==> src/include/csc_settings.svh <==
`ifndef CSC_SETTINGS_SVH
`define CSC_SETTINGS_SVH

// Line geometry, at least three pairs per line
`define CSC_LINE_PAIRS 4

// Even and odd pixel lanes
`define CSC_LANES 2

// Pair slots in the packer FIFO
`define CSC_PACK_DEPTH 4

// Word slots granted downstream at reset
`define CSC_OUT_CREDITS 4

// Six-tap chroma filter, symmetric
`define CSC_TAP_OUTER 21
`define CSC_TAP_MID (-52)
`define CSC_TAP_INNER 159

// Colour matrix in 16-bit fixed point
`define CSC_COEF_Y 76284
`define CSC_COEF_RV 104595
`define CSC_COEF_GU (-25624)
`define CSC_COEF_GV (-53281)
`define CSC_COEF_BU 132251

// Sample offsets removed before the matrix
`define CSC_Y_OFFSET 16
`define CSC_C_OFFSET 128

`endif

==> src/source/csc_pkg.sv <==
package csc_pkg;

	// Unsigned sample or colour byte
	typedef logic [7:0] pixel_t;

	// Interpolated chroma may overshoot 0..255
	typedef logic signed [15:0] chroma_t;

	// Sum of products before clipping
	typedef logic signed [31:0] product_t;

	typedef logic [15:0] word_t;

	typedef enum logic [1:0] {
		LINE_FILL,
		LINE_RUN,
		LINE_FLUSH
	} upsample_state_e;

	// Word being emitted for the pair at the FIFO head
	typedef enum logic [1:0] {
		WORD_RG,
		WORD_BR,
		WORD_GB
	} pack_phase_e;

endpackage

==> src/source/chroma_upsampler.sv <==
`timescale 1ns/1ns
`include "csc_settings.svh"

module chroma_upsampler (
	input logic Clock,
	input logic resetn,
	input logic in_valid,
	input csc_pkg::pixel_t in_y_even,
	input csc_pkg::pixel_t in_y_odd,
	input csc_pkg::pixel_t in_u,
	input csc_pkg::pixel_t in_v,
	output logic in_ready,
	input logic pair_credit,
	output logic pair_valid,
	output csc_pkg::pixel_t lane_y [2],
	output csc_pkg::chroma_t lane_u [2],
	output csc_pkg::chroma_t lane_v [2]
);

	localparam int CNT_W = $clog2(`CSC_LINE_PAIRS);
	localparam int CR_W = $clog2(`CSC_PACK_DEPTH + 1);
	localparam logic [CNT_W-1:0] LINE_LAST = CNT_W'(`CSC_LINE_PAIRS - 1);

	csc_pkg::upsample_state_e state;
	csc_pkg::upsample_state_e state_n;
	logic [CNT_W-1:0] in_cnt;
	logic [CNT_W-1:0] in_cnt_n;
	logic [1:0] flush_cnt;
	logic [1:0] flush_cnt_n;
	logic [CR_W-1:0] credit_cnt;
	logic [CR_W-1:0] credit_cnt_n;
	logic win_full;
	logic win_full_n;
	logic issue;
	logic can_shift;
	logic accept;
	logic flush_step;

	// Window slot 2 is the pair being converted, slots 3..5 look ahead
	csc_pkg::pixel_t u_win [6];
	csc_pkg::pixel_t v_win [6];
	csc_pkg::pixel_t ye_win [4];
	csc_pkg::pixel_t yo_win [4];
	csc_pkg::chroma_t u_filt;
	csc_pkg::chroma_t v_filt;

	function automatic csc_pkg::chroma_t fir6(input csc_pkg::pixel_t c0, c1, c2, c3, c4, c5);
		csc_pkg::product_t acc;
		acc = `CSC_TAP_OUTER * ($signed({24'd0, c0}) + $signed({24'd0, c5}))
			+ `CSC_TAP_MID * ($signed({24'd0, c1}) + $signed({24'd0, c4}))
			+ `CSC_TAP_INNER * ($signed({24'd0, c2}) + $signed({24'd0, c3}))
			+ 32'sd128;
		return csc_pkg::chroma_t'(acc >>> 8);
	endfunction

	assign u_filt = fir6(u_win[0], u_win[1], u_win[2], u_win[3], u_win[4], u_win[5]);
	assign v_filt = fir6(v_win[0], v_win[1], v_win[2], v_win[3], v_win[4], v_win[5]);

	always_comb begin
		issue = win_full && (credit_cnt != '0);
		can_shift = !win_full || issue;
		accept = in_valid && in_ready;
		flush_step = (state == csc_pkg::LINE_FLUSH) && can_shift;

		state_n = state;
		in_cnt_n = in_cnt;
		flush_cnt_n = flush_cnt;
		win_full_n = win_full && !issue;
		credit_cnt_n = credit_cnt - CR_W'(issue) + CR_W'(pair_credit);

		case (state)
			csc_pkg::LINE_FILL: begin
				// First three samples only prime the window
				if (accept) begin
					in_cnt_n = in_cnt + 1'b1;
					if (in_cnt == LINE_LAST) begin
						state_n = csc_pkg::LINE_FLUSH;
						in_cnt_n = '0;
					end else if (in_cnt == CNT_W'(2)) begin
						state_n = csc_pkg::LINE_RUN;
					end
				end
			end
			csc_pkg::LINE_RUN: begin
				if (accept) begin
					win_full_n = 1'b1;
					in_cnt_n = in_cnt + 1'b1;
					if (in_cnt == LINE_LAST) begin
						state_n = csc_pkg::LINE_FLUSH;
						in_cnt_n = '0;
					end
				end
			end
			csc_pkg::LINE_FLUSH: begin
				// Three repeats of the last sample close the line
				if (flush_step) begin
					win_full_n = 1'b1;
					flush_cnt_n = flush_cnt + 1'b1;
					if (flush_cnt == 2'd2) begin
						state_n = csc_pkg::LINE_FILL;
						flush_cnt_n = '0;
					end
				end
			end
			default: begin
				state_n = csc_pkg::LINE_FILL;
			end
		endcase
	end

	always_ff @(posedge Clock or negedge resetn) begin
		if (!resetn) begin
			state <= csc_pkg::LINE_FILL;
			in_cnt <= '0;
			flush_cnt <= '0;
			win_full <= 1'b0;
			credit_cnt <= CR_W'(`CSC_PACK_DEPTH);
			in_ready <= 1'b0;
			pair_valid <= 1'b0;
		end else begin
			state <= state_n;
			in_cnt <= in_cnt_n;
			flush_cnt <= flush_cnt_n;
			win_full <= win_full_n;
			credit_cnt <= credit_cnt_n;
			// Ready next cycle if the window will shift then
			in_ready <= (state_n != csc_pkg::LINE_FLUSH) && (!win_full_n || credit_cnt_n != '0);
			pair_valid <= issue;
		end
	end

	always_ff @(posedge Clock) begin
		if (accept && state == csc_pkg::LINE_FILL && in_cnt == '0) begin
			// Left edge replication
			for (int i = 0; i < 6; i++) begin
				u_win[i] <= in_u;
				v_win[i] <= in_v;
			end
			for (int i = 0; i < 4; i++) begin
				ye_win[i] <= in_y_even;
				yo_win[i] <= in_y_odd;
			end
		end else if (accept || flush_step) begin
			for (int i = 0; i < 5; i++) begin
				u_win[i] <= u_win[i+1];
				v_win[i] <= v_win[i+1];
			end
			for (int i = 0; i < 3; i++) begin
				ye_win[i] <= ye_win[i+1];
				yo_win[i] <= yo_win[i+1];
			end
			if (accept) begin
				u_win[5] <= in_u;
				v_win[5] <= in_v;
				ye_win[3] <= in_y_even;
				yo_win[3] <= in_y_odd;
			end
		end

		if (issue) begin
			lane_y[0] <= ye_win[0];
			lane_y[1] <= yo_win[0];
			lane_u[0] <= csc_pkg::chroma_t'({8'd0, u_win[2]});
			lane_v[0] <= csc_pkg::chroma_t'({8'd0, v_win[2]});
			lane_u[1] <= u_filt;
			lane_v[1] <= v_filt;
		end
	end

	// Packer returns no more credits than were spent
	credit_bound: assert property (@(posedge Clock) disable iff (!resetn)
		credit_cnt <= CR_W'(`CSC_PACK_DEPTH))
		else $error("upsampler credit count above FIFO depth");

endmodule

==> src/source/csc_lane.sv <==
`timescale 1ns/1ns
`include "csc_settings.svh"

module csc_lane (
	input logic Clock,
	input logic resetn,
	input logic pair_valid,
	input csc_pkg::pixel_t y,
	input csc_pkg::chroma_t u,
	input csc_pkg::chroma_t v,
	output logic rgb_valid,
	output csc_pkg::pixel_t r,
	output csc_pkg::pixel_t g,
	output csc_pkg::pixel_t b
);

	csc_pkg::product_t y_off;
	csc_pkg::product_t u_off;
	csc_pkg::product_t v_off;
	csc_pkg::product_t p_y;
	csc_pkg::product_t p_rv;
	csc_pkg::product_t p_gu;
	csc_pkg::product_t p_gv;
	csc_pkg::product_t p_bu;
	csc_pkg::product_t r_sum;
	csc_pkg::product_t g_sum;
	csc_pkg::product_t b_sum;
	logic s1_valid;
	logic s2_valid;

	// Negative gives 0, overflow past bit 23 gives 255
	function automatic csc_pkg::pixel_t clip(input csc_pkg::product_t x);
		if (x[31])
			return 8'd0;
		if (|x[30:24])
			return 8'd255;
		return x[23:16];
	endfunction

	assign y_off = $signed({24'd0, y}) - `CSC_Y_OFFSET;
	assign u_off = csc_pkg::product_t'(u) - `CSC_C_OFFSET;
	assign v_off = csc_pkg::product_t'(v) - `CSC_C_OFFSET;

	always_ff @(posedge Clock or negedge resetn) begin
		if (!resetn) begin
			s1_valid <= 1'b0;
			s2_valid <= 1'b0;
			rgb_valid <= 1'b0;
		end else begin
			s1_valid <= pair_valid;
			s2_valid <= s1_valid;
			rgb_valid <= s2_valid;
		end
	end

	always_ff @(posedge Clock) begin
		p_y <= y_off * `CSC_COEF_Y;
		p_rv <= v_off * `CSC_COEF_RV;
		p_gu <= u_off * `CSC_COEF_GU;
		p_gv <= v_off * `CSC_COEF_GV;
		p_bu <= u_off * `CSC_COEF_BU;

		r_sum <= p_y + p_rv;
		g_sum <= p_y + p_gu + p_gv;
		b_sum <= p_y + p_bu;

		r <= clip(r_sum);
		g <= clip(g_sum);
		b <= clip(b_sum);
	end

endmodule

==> src/source/pixel_packer.sv <==
`timescale 1ns/1ns
`include "csc_settings.svh"

module pixel_packer (
	input logic Clock,
	input logic resetn,
	input logic rgb_valid,
	input csc_pkg::pixel_t r [2],
	input csc_pkg::pixel_t g [2],
	input csc_pkg::pixel_t b [2],
	output logic pair_credit,
	output logic out_valid,
	output csc_pkg::word_t out_data,
	input logic out_credit
);

	localparam int DEPTH = `CSC_PACK_DEPTH;
	localparam int PTR_W = $clog2(DEPTH);
	localparam int CNT_W = $clog2(DEPTH + 1);
	localparam int CR_W = $clog2(`CSC_OUT_CREDITS + 1);

	// One slot holds {R0, G0, B0, R1, G1, B1}
	logic [47:0] fifo_mem [DEPTH];
	logic [47:0] head;
	logic [PTR_W-1:0] wr_ptr;
	logic [PTR_W-1:0] rd_ptr;
	logic [CNT_W-1:0] fifo_cnt;
	logic [CR_W-1:0] credit_cnt;
	csc_pkg::pack_phase_e phase;
	csc_pkg::word_t word;
	logic send;
	logic pop;

	function automatic logic [PTR_W-1:0] ptr_inc(input logic [PTR_W-1:0] p);
		return (p == PTR_W'(DEPTH - 1)) ? '0 : p + 1'b1;
	endfunction

	assign head = fifo_mem[rd_ptr];
	// The word on the bus this cycle already holds one credit
	assign send = (fifo_cnt != '0) && (credit_cnt > CR_W'(out_valid));
	assign pop = send && (phase == csc_pkg::WORD_GB);

	always_comb begin
		case (phase)
			csc_pkg::WORD_RG: word = head[47:32];
			csc_pkg::WORD_BR: word = head[31:16];
			default: word = head[15:0];
		endcase
	end

	always_ff @(posedge Clock or negedge resetn) begin
		if (!resetn) begin
			wr_ptr <= '0;
			rd_ptr <= '0;
			fifo_cnt <= '0;
			credit_cnt <= CR_W'(`CSC_OUT_CREDITS);
			phase <= csc_pkg::WORD_RG;
			out_valid <= 1'b0;
			pair_credit <= 1'b0;
		end else begin
			if (rgb_valid)
				wr_ptr <= ptr_inc(wr_ptr);
			if (pop)
				rd_ptr <= ptr_inc(rd_ptr);
			fifo_cnt <= fifo_cnt + CNT_W'(rgb_valid) - CNT_W'(pop);
			credit_cnt <= credit_cnt - CR_W'(out_valid) + CR_W'(out_credit);
			if (send) begin
				case (phase)
					csc_pkg::WORD_RG: phase <= csc_pkg::WORD_BR;
					csc_pkg::WORD_BR: phase <= csc_pkg::WORD_GB;
					default: phase <= csc_pkg::WORD_RG;
				endcase
			end
			out_valid <= send;
			pair_credit <= pop;
		end
	end

	always_ff @(posedge Clock) begin
		if (rgb_valid)
			fifo_mem[wr_ptr] <= {r[0], g[0], b[0], r[1], g[1], b[1]};
		if (send)
			out_data <= word;
	end

	// Upsampler credits keep the lanes from overrunning the FIFO
	fifo_no_overflow: assert property (@(posedge Clock) disable iff (!resetn)
		rgb_valid |-> fifo_cnt != CNT_W'(DEPTH))
		else $error("pair written into full packer FIFO");

	out_credit_held: assert property (@(posedge Clock) disable iff (!resetn)
		out_valid |-> credit_cnt != '0)
		else $error("output word sent without credit");

endmodule

==> src/source/yuv_to_rgb_top.sv <==
`timescale 1ns/1ns
`include "csc_settings.svh"

module yuv_to_rgb_top (
	input logic Clock,
	input logic resetn,
	input logic in_valid,
	input csc_pkg::pixel_t in_y_even,
	input csc_pkg::pixel_t in_y_odd,
	input csc_pkg::pixel_t in_u,
	input csc_pkg::pixel_t in_v,
	output logic in_ready,
	output logic out_valid,
	output csc_pkg::word_t out_data,
	input logic out_credit
);

	logic pair_valid;
	logic pair_credit;
	logic [`CSC_LANES-1:0] lane_rgb_valid;
	csc_pkg::pixel_t lane_y [`CSC_LANES];
	csc_pkg::chroma_t lane_u [`CSC_LANES];
	csc_pkg::chroma_t lane_v [`CSC_LANES];
	csc_pkg::pixel_t lane_r [`CSC_LANES];
	csc_pkg::pixel_t lane_g [`CSC_LANES];
	csc_pkg::pixel_t lane_b [`CSC_LANES];

	chroma_upsampler u_upsampler (
		.Clock(Clock),
		.resetn(resetn),
		.in_valid(in_valid),
		.in_y_even(in_y_even),
		.in_y_odd(in_y_odd),
		.in_u(in_u),
		.in_v(in_v),
		.in_ready(in_ready),
		.pair_credit(pair_credit),
		.pair_valid(pair_valid),
		.lane_y(lane_y),
		.lane_u(lane_u),
		.lane_v(lane_v)
	);

	// Lane 0 is the even pixel, lane 1 the odd pixel
	genvar i;
	generate
		for (i = 0; i < `CSC_LANES; i++) begin : g_lane
			csc_lane u_lane (
				.Clock(Clock),
				.resetn(resetn),
				.pair_valid(pair_valid),
				.y(lane_y[i]),
				.u(lane_u[i]),
				.v(lane_v[i]),
				.rgb_valid(lane_rgb_valid[i]),
				.r(lane_r[i]),
				.g(lane_g[i]),
				.b(lane_b[i])
			);
		end
	endgenerate

	pixel_packer u_packer (
		.Clock(Clock),
		.resetn(resetn),
		.rgb_valid(lane_rgb_valid[0]),
		.r(lane_r),
		.g(lane_g),
		.b(lane_b),
		.pair_credit(pair_credit),
		.out_valid(out_valid),
		.out_data(out_data),
		.out_credit(out_credit)
	);

endmodule

==> config.mk <==
export PLATFORM = sky130hd
export DESIGN_NAME = yuv_to_rgb_top
export DESIGN_NICKNAME = d
export VERILOG_FILES = /design/src/source/csc_pkg.sv /design/src/source/chroma_upsampler.sv /design/src/source/csc_lane.sv /design/src/source/pixel_packer.sv /design/src/source/yuv_to_rgb_top.sv
export VERILOG_INCLUDE_DIRS = /design/src /design/src/include
export SDC_FILE = /design/constraint.sdc
export NUM_CORES = 2
export LEC_CHECK = 0
export ABC_AREA = 1
export BUFFER_PORTS_ARGS = -buffer_cell sky130_fd_sc_hd__buf_2
export CAP_MARGIN = 20
export CORE_UTILIZATION = 55
export DETAILED_ROUTE_END_ITERATION = 7
export PLACE_DENSITY = 0.81
export SYNTH_ARGS = -nofsm -noshare
export SYNTH_HDL_FRONTEND = slang
export SYNTH_HIERARCHICAL = 1
export SYNTH_SLANG_ARGS = --single-unit
export TNS_END_PERCENT = 1
==> constraint.sdc <==
create_clock -name Clock -period 7.4 [get_ports Clock]
set_input_delay 0.37 -clock Clock [delete_from_list [all_inputs] [get_ports Clock]]
set_output_delay 0.37 -clock Clock [all_outputs]
set_load 0.005 [all_outputs]
* Yosys cells after proc, flatten, opt, wreduce, memory -nomap -nowiden
Memories as Yosys holds them, arrays and structs flattened. A register that Yosys moved wholly into a read port is not among the register bits. Index checks and enable logic that the tools add are counted. W data, S select, Z words.
Operators by class: add/subtract/negate cells 36, equal/unequal tests 10, $lt $le $gt $ge 1, div/mod/pow operators 0, reduce and logical (&&, ||, !) cells 30, bitwise gates (word level) 20, shift operators 0, mux-type cells 90, multiply operators 16
Operators with widths (number):
- $mux W8 | 44
- $add A32 B32 Y32 | 8
- $add A24 B24 Y24 | 4
- $mul A32 B13 Y29 const B | 2
- $mul A32 B16 Y30 const B | 2
- $mul A32 B17 Y32 const B | 2
- $mul A32 B18 Y32 const B | 2
- $mul A32 B19 Y32 const B | 2
- $mul A5 B32 Y22 const A | 2
- $mul A6 B32 Y24 const A | 2
- $mul A9 B32 Y24 const A | 2
- $add A8 B8 Y9 | 6
- $add A24 B9 Y24 const B | 2
- $reduce_or A7 Y1 | 6
- $sub A16 B9 Y17 const B | 2
- $pmux W16 S2 | 1
- $mux W1 | 31
- $mux W2 | 11
- $or A1 B1 Y1 | 20
- $sub A8 B5 Y9 const B | 2
- $sub A8 B8 Y9 const B | 2
- $eq A2 B2 Y1 const B | 7
- $add A3 B1 Y3 | 3
- $logic_and A1 B1 Y1 | 9
- other kinds (14) | 29
Storage, ports and cells: bits in latches 0, ROM bits 0, output and inout bits 18, RAM bits 352, register bits 643, memories kept 5, input port bits 36
Memories:
- u_packer.fifo_mem | depth 4, bits a word 48, read ports 1, clocked after memory_dff 0, wr ports 1, RTL line pixel_packer.sv:23 | logic [47:0] fifo_mem [DEPTH];
- u_upsampler.u_win | depth 6, bits a word 8, read ports 6, clocked after memory_dff 0, wr ports 6, RTL line chroma_upsampler.sv:40 | csc_pkg::pixel_t u_win [6];
- u_upsampler.v_win | depth 6, bits a word 8, read ports 6, clocked after memory_dff 0, wr ports 6, RTL line chroma_upsampler.sv:41 | csc_pkg::pixel_t v_win [6];
- u_upsampler.ye_win | depth 4, bits a word 8, read ports 4, clocked after memory_dff 1, wr ports 4, RTL line chroma_upsampler.sv:42 | csc_pkg::pixel_t ye_win [4];
- u_upsampler.yo_win | depth 4, bits a word 8, read ports 4, clocked after memory_dff 1, wr ports 4, RTL line chroma_upsampler.sv:43 | csc_pkg::pixel_t yo_win [4];

* Logic depth before layout (Yosys ltp)
depth in word-level cells 9, mapped depth 38, gate-level depth less buffers 38

* By module
The synthesis kept the hierarchy.
By module, submodules not included:
- csc_lane at g_lane[0].u_lane | times used 1, cells each 4906, area each 37139.4 um^2
- csc_lane at g_lane[1].u_lane | times used 1, cells each 4872, area each 37073.1 um^2
- chroma_upsampler | times used 1, cells each 2236, area each 20308.2 um^2
- pixel_packer | times used 1, cells each 918, area each 9590.4 um^2

* Worst setup path before layout
Ideal clock, no wire load.
kind reg2reg, start memory u_upsampler/v_win[0][20] (netlist name), end register u_upsampler/lane_v[10] (netlist name) (data pin), data arrival time 6.344 ns, cell stages (with the launch flop) 30, clock period less this slack 6.597 ns, data required time 7.148 ns, library setup time 0.252 ns, path slack 0.803 ns, path buffers 1, path through edfxtp_1 ha_1 buf_6 a21oi_1 o211ai_1 xnor2_1 inv_1 fa_1 ha_1 fa_1 inv_1 fa_1 inv_1 ha_1 nand2_1 nor2_1 inv_1 o21ai_0 xor2_1 fa_1 ha_1 ha_1 nand2_1 inv_1 a21oi_1 nor2_1 nor2_1 nand2_1 nand2_1 nand2_1
RTL lines:
- from (decl) | RTL line chroma_upsampler.sv:41
- to (decl) | RTL line chroma_upsampler.sv:17 | output csc_pkg::chroma_t lane_v [2]

==> results <==
- The run finished, with violations left.
- The final reports fail on DRC.
- The overall routed net length is 259000 um.
- In this run the count of I/O pins placed on the die edge is 54.
- STA classifies the critical path endpoint as a register.
- After floorplanning, the core was divided into 159 placement rows.
- The global-route wire length before repair is 416000 um.
- Synthesis produced 12900 cells.
- The worst flop-to-flop path endpoint is u_upsampler/lane_u[9].
- The per-instance average area after synthesis is 8.05 um^2.
- The element type at the critical path start is a register.
- The TritonCTS clock tree is built.
- The number of buffers inserted during clock tree synthesis is 99.
- The launching element of the worst setup path is u_upsampler/u_win[2][4].
- The number of hold violations in the final report was 0.
- The startpoint identified for the worst register-to-register timing path is u_upsampler/u_win[2][4].
- The critical path contains buffers and inverters numbering 4 combined.
- The cell family contributing the most delay on the critical path is adder cells.
- The worst hold-check path type is input port to asynchronous set/reset pin.
- The floorplan step set the die height to 437 um.
- The total setup violations reported at the end of the flow is 0.
- The headroom to the max-slew limit is 0.275.
- The width of the die is 437 um.
- The final estimated routing congestion in global placement is 1.01.
- The aggregate global routing overflow is 0.
- The critical path crosses 30 cells after its start point.
- The critical path start-end classification is register to register.
- The initial antenna violation count is 8.
- Using the TritonRoute via totals, the vias-per-cell ratio works out to 5.21.
- The worst clock skew on the final layout is 62.7 ps.
- Data on the critical path arrives at its endpoint at 7450 ps.
- The number of global-route vias before repair is 80400.
- In this run the worst setup path terminates at u_upsampler/lane_u[9].
- The largest incremental delay on the critical path is 560 ps.
- The floorplan step defined a die boundary enclosing 191000 um^2.
- The leading cell type in the layout, fill and taps excluded is sky130_fd_sc_hd__inv_1.
- Summing internal, switching and leakage power gives 26000 uW.
- Measured on the finished design, the core utilization comes to 0.591.
- Counting tap cells, the placed design contains a total of 15400 instances.
- Among all stages on the critical path, the largest delay is contributed by sky130_fd_sc_hd__fa_1.
- For this run, the detailed router's first-pass iteration total came to 8.
- The number of cell instances on the worst register-to-register path is 30.
- The longest clock path from root to sink contains 3 buffers.
- During placement, the flow inserted port buffers numbering 53.
- Once layout is complete, the cells apart from fillers number 15700.
- Of the cells placed in the final design, the portion with a size suffix greater than 1 is 0.0338.
- The count of nets left with antenna violations once routing finished came out at 0.
- For this run, the post-layout net count is 15800.
- The placeable core area is 188000 um^2.
- The power density normalized to cell area is 234 nW/um^2.
- The routed design could run at a clock period as short as 6950 ps.
- The number of max-slew violations in the final report is 0.
- Of all nets on the critical path, the largest fanout is 5.
- During synthesis, Yosys emitted a total of 6 warnings.
- The max-cap check violation count is 0.
- The root buffer cell chosen for the clock tree is sky130_fd_sc_hd__clkbuf_16.
- For the pin with the worst max-slew slack, the measured transition is 1090 ps.
- The final critical-path setup slack is 447 ps.
- The post-place setup slack is 344 ps.
- Data on the critical path is required at its endpoint by 7890 ps.
- The initial utilization of the core area, before any placement, comes to 0.554.
- The maximum number of pins on one net before global-route repair is 215.
- The leakage component of the power is 0.0614 uW.
- Of the available clock period, the critical path in the final layout requires 0.940.
- The area added between synthesis and finish is 6.76%.
- The summed negative setup slack over all endpoints is 0 ps.
- Summed over all nets, the half-perimeter wirelength after detailed placement is 218000 um.
- The deepest level of the CTS H-tree is 3.
- The top cell types in the final layout, fill and taps aside, are sky130_fd_sc_hd__inv_1 (3129), sky130_fd_sc_hd__nand2_1 (3088), sky130_fd_sc_hd__ha_1 (1657).
- Setup repair after global routing could not meet its margin everywhere.
- For this run, the total global-route usage over all layers was measured as 0.273.
- The count of clock tree sinks is 895.
- Across the VDD grid, the largest voltage drop is 423 uV.
- The most frequent cell on the critical path is sky130_fd_sc_hd__nand2_1.
- The number of DRC violations after detailed routing is 20.
- The iteration-0 DRC count of the detailed router is 5992.
- Summing every instance area after synthesis gives 104000 um^2.
- The clock reaches the later pin of the worst-skew pair after 760 ps.
- The clock transition at the registers of the reported paths is 60 ps.
- The timing-limited maximum frequency is 144 MHz.
- The per-cell routed wire length is 16.5 um.
- Setup slack on the worst reg-to-reg path comes out at 450 ps.
- The routed via count is 81500.
[how the worst min path moves through the flow]
stage,start,cells after the start,slack [ps],end
4_1_cts,resetn,2,270,u_packer/credit_cnt[1]
2_1_floorplan,resetn,0,70,g_lane[0].u_lane/rgb_valid
5_1_grt,resetn,2,310,u_packer/credit_cnt[1]
3_5_place_dp,g_lane[0].u_lane/s1_valid,0,330,g_lane[0].u_lane/s2_valid
6_report,resetn,2,280,u_packer/credit_cnt[1]
3_3_place_gp,u_upsampler/pair_valid,0,330,g_lane[0].u_lane/s1_valid
[final cells by class]
type,instances,area (um^2)
diodes,2,5.00
clock buffers,126,2760
clock inverters,60,734
fillers,16300,76700
inverters,3158,11900
multi-input cells,8788,69400
flip-flops and latches,895,22300
well taps,2495,3120
repair buffers,128,926
[power by group]
| group | leakage [uW] | internal (uW) | total (uW) | switching (uW) |
|---|---|---|---|---|
| combinational | 0.0518 | 5070 | 14600 | 9480 |
| sequential | 0.00788 | 5890 | 6220 | 323 |
| clock | 0.00170 | 3000 | 5210 | 2200 |
| total | 0.0614 | 14000 | 26000 | 12000 |
[per-stage QoR]
step | hold WS, ps | instance area [um^2]
final | 282 | 111000
after global routing | 311 | 111000
after CTS | 273 | 111000
after detailed placement | 335 | 107000
after global placement | 331 | 107000
after floorplan | 74.4 | 104000
[routing by layer]
metal  track usage  wire length (um)  vias to the layer above
met5             0                29                        -
met3        0.0462             18000                      492
li1              -                 -                    40300
met2         0.447            119000                     2515
met1         0.365            113000                    38200
met4        0.0909              9250                        6
[state kept, by name, summed over array words and instances (netlist names), 48 cells and up]
signal and cells:
g_lane.u_lane/p_bu 62, g_lane.u_lane/p_gu 56, g_lane.u_lane/p_gv 60, g_lane.u_lane/p_rv 60, g_lane.u_lane/p_y 60, u_packer/fifo_mem 192, u_upsampler/u_win 48, u_upsampler/v_win 48
[timing repair]
| action | 4_1_cts | 5_1_grt |
|---|---|---|
| hold endpoints to repair | 108 | 0 |
| resized for setup | 0 | 10 |
| hold buffers | 34 | 0 |
| buffers inserted | 0 | 1 |
| setup endpoints to repair | 0 | 9 |
Note: power is estimated with default switching activity, not from simulation.
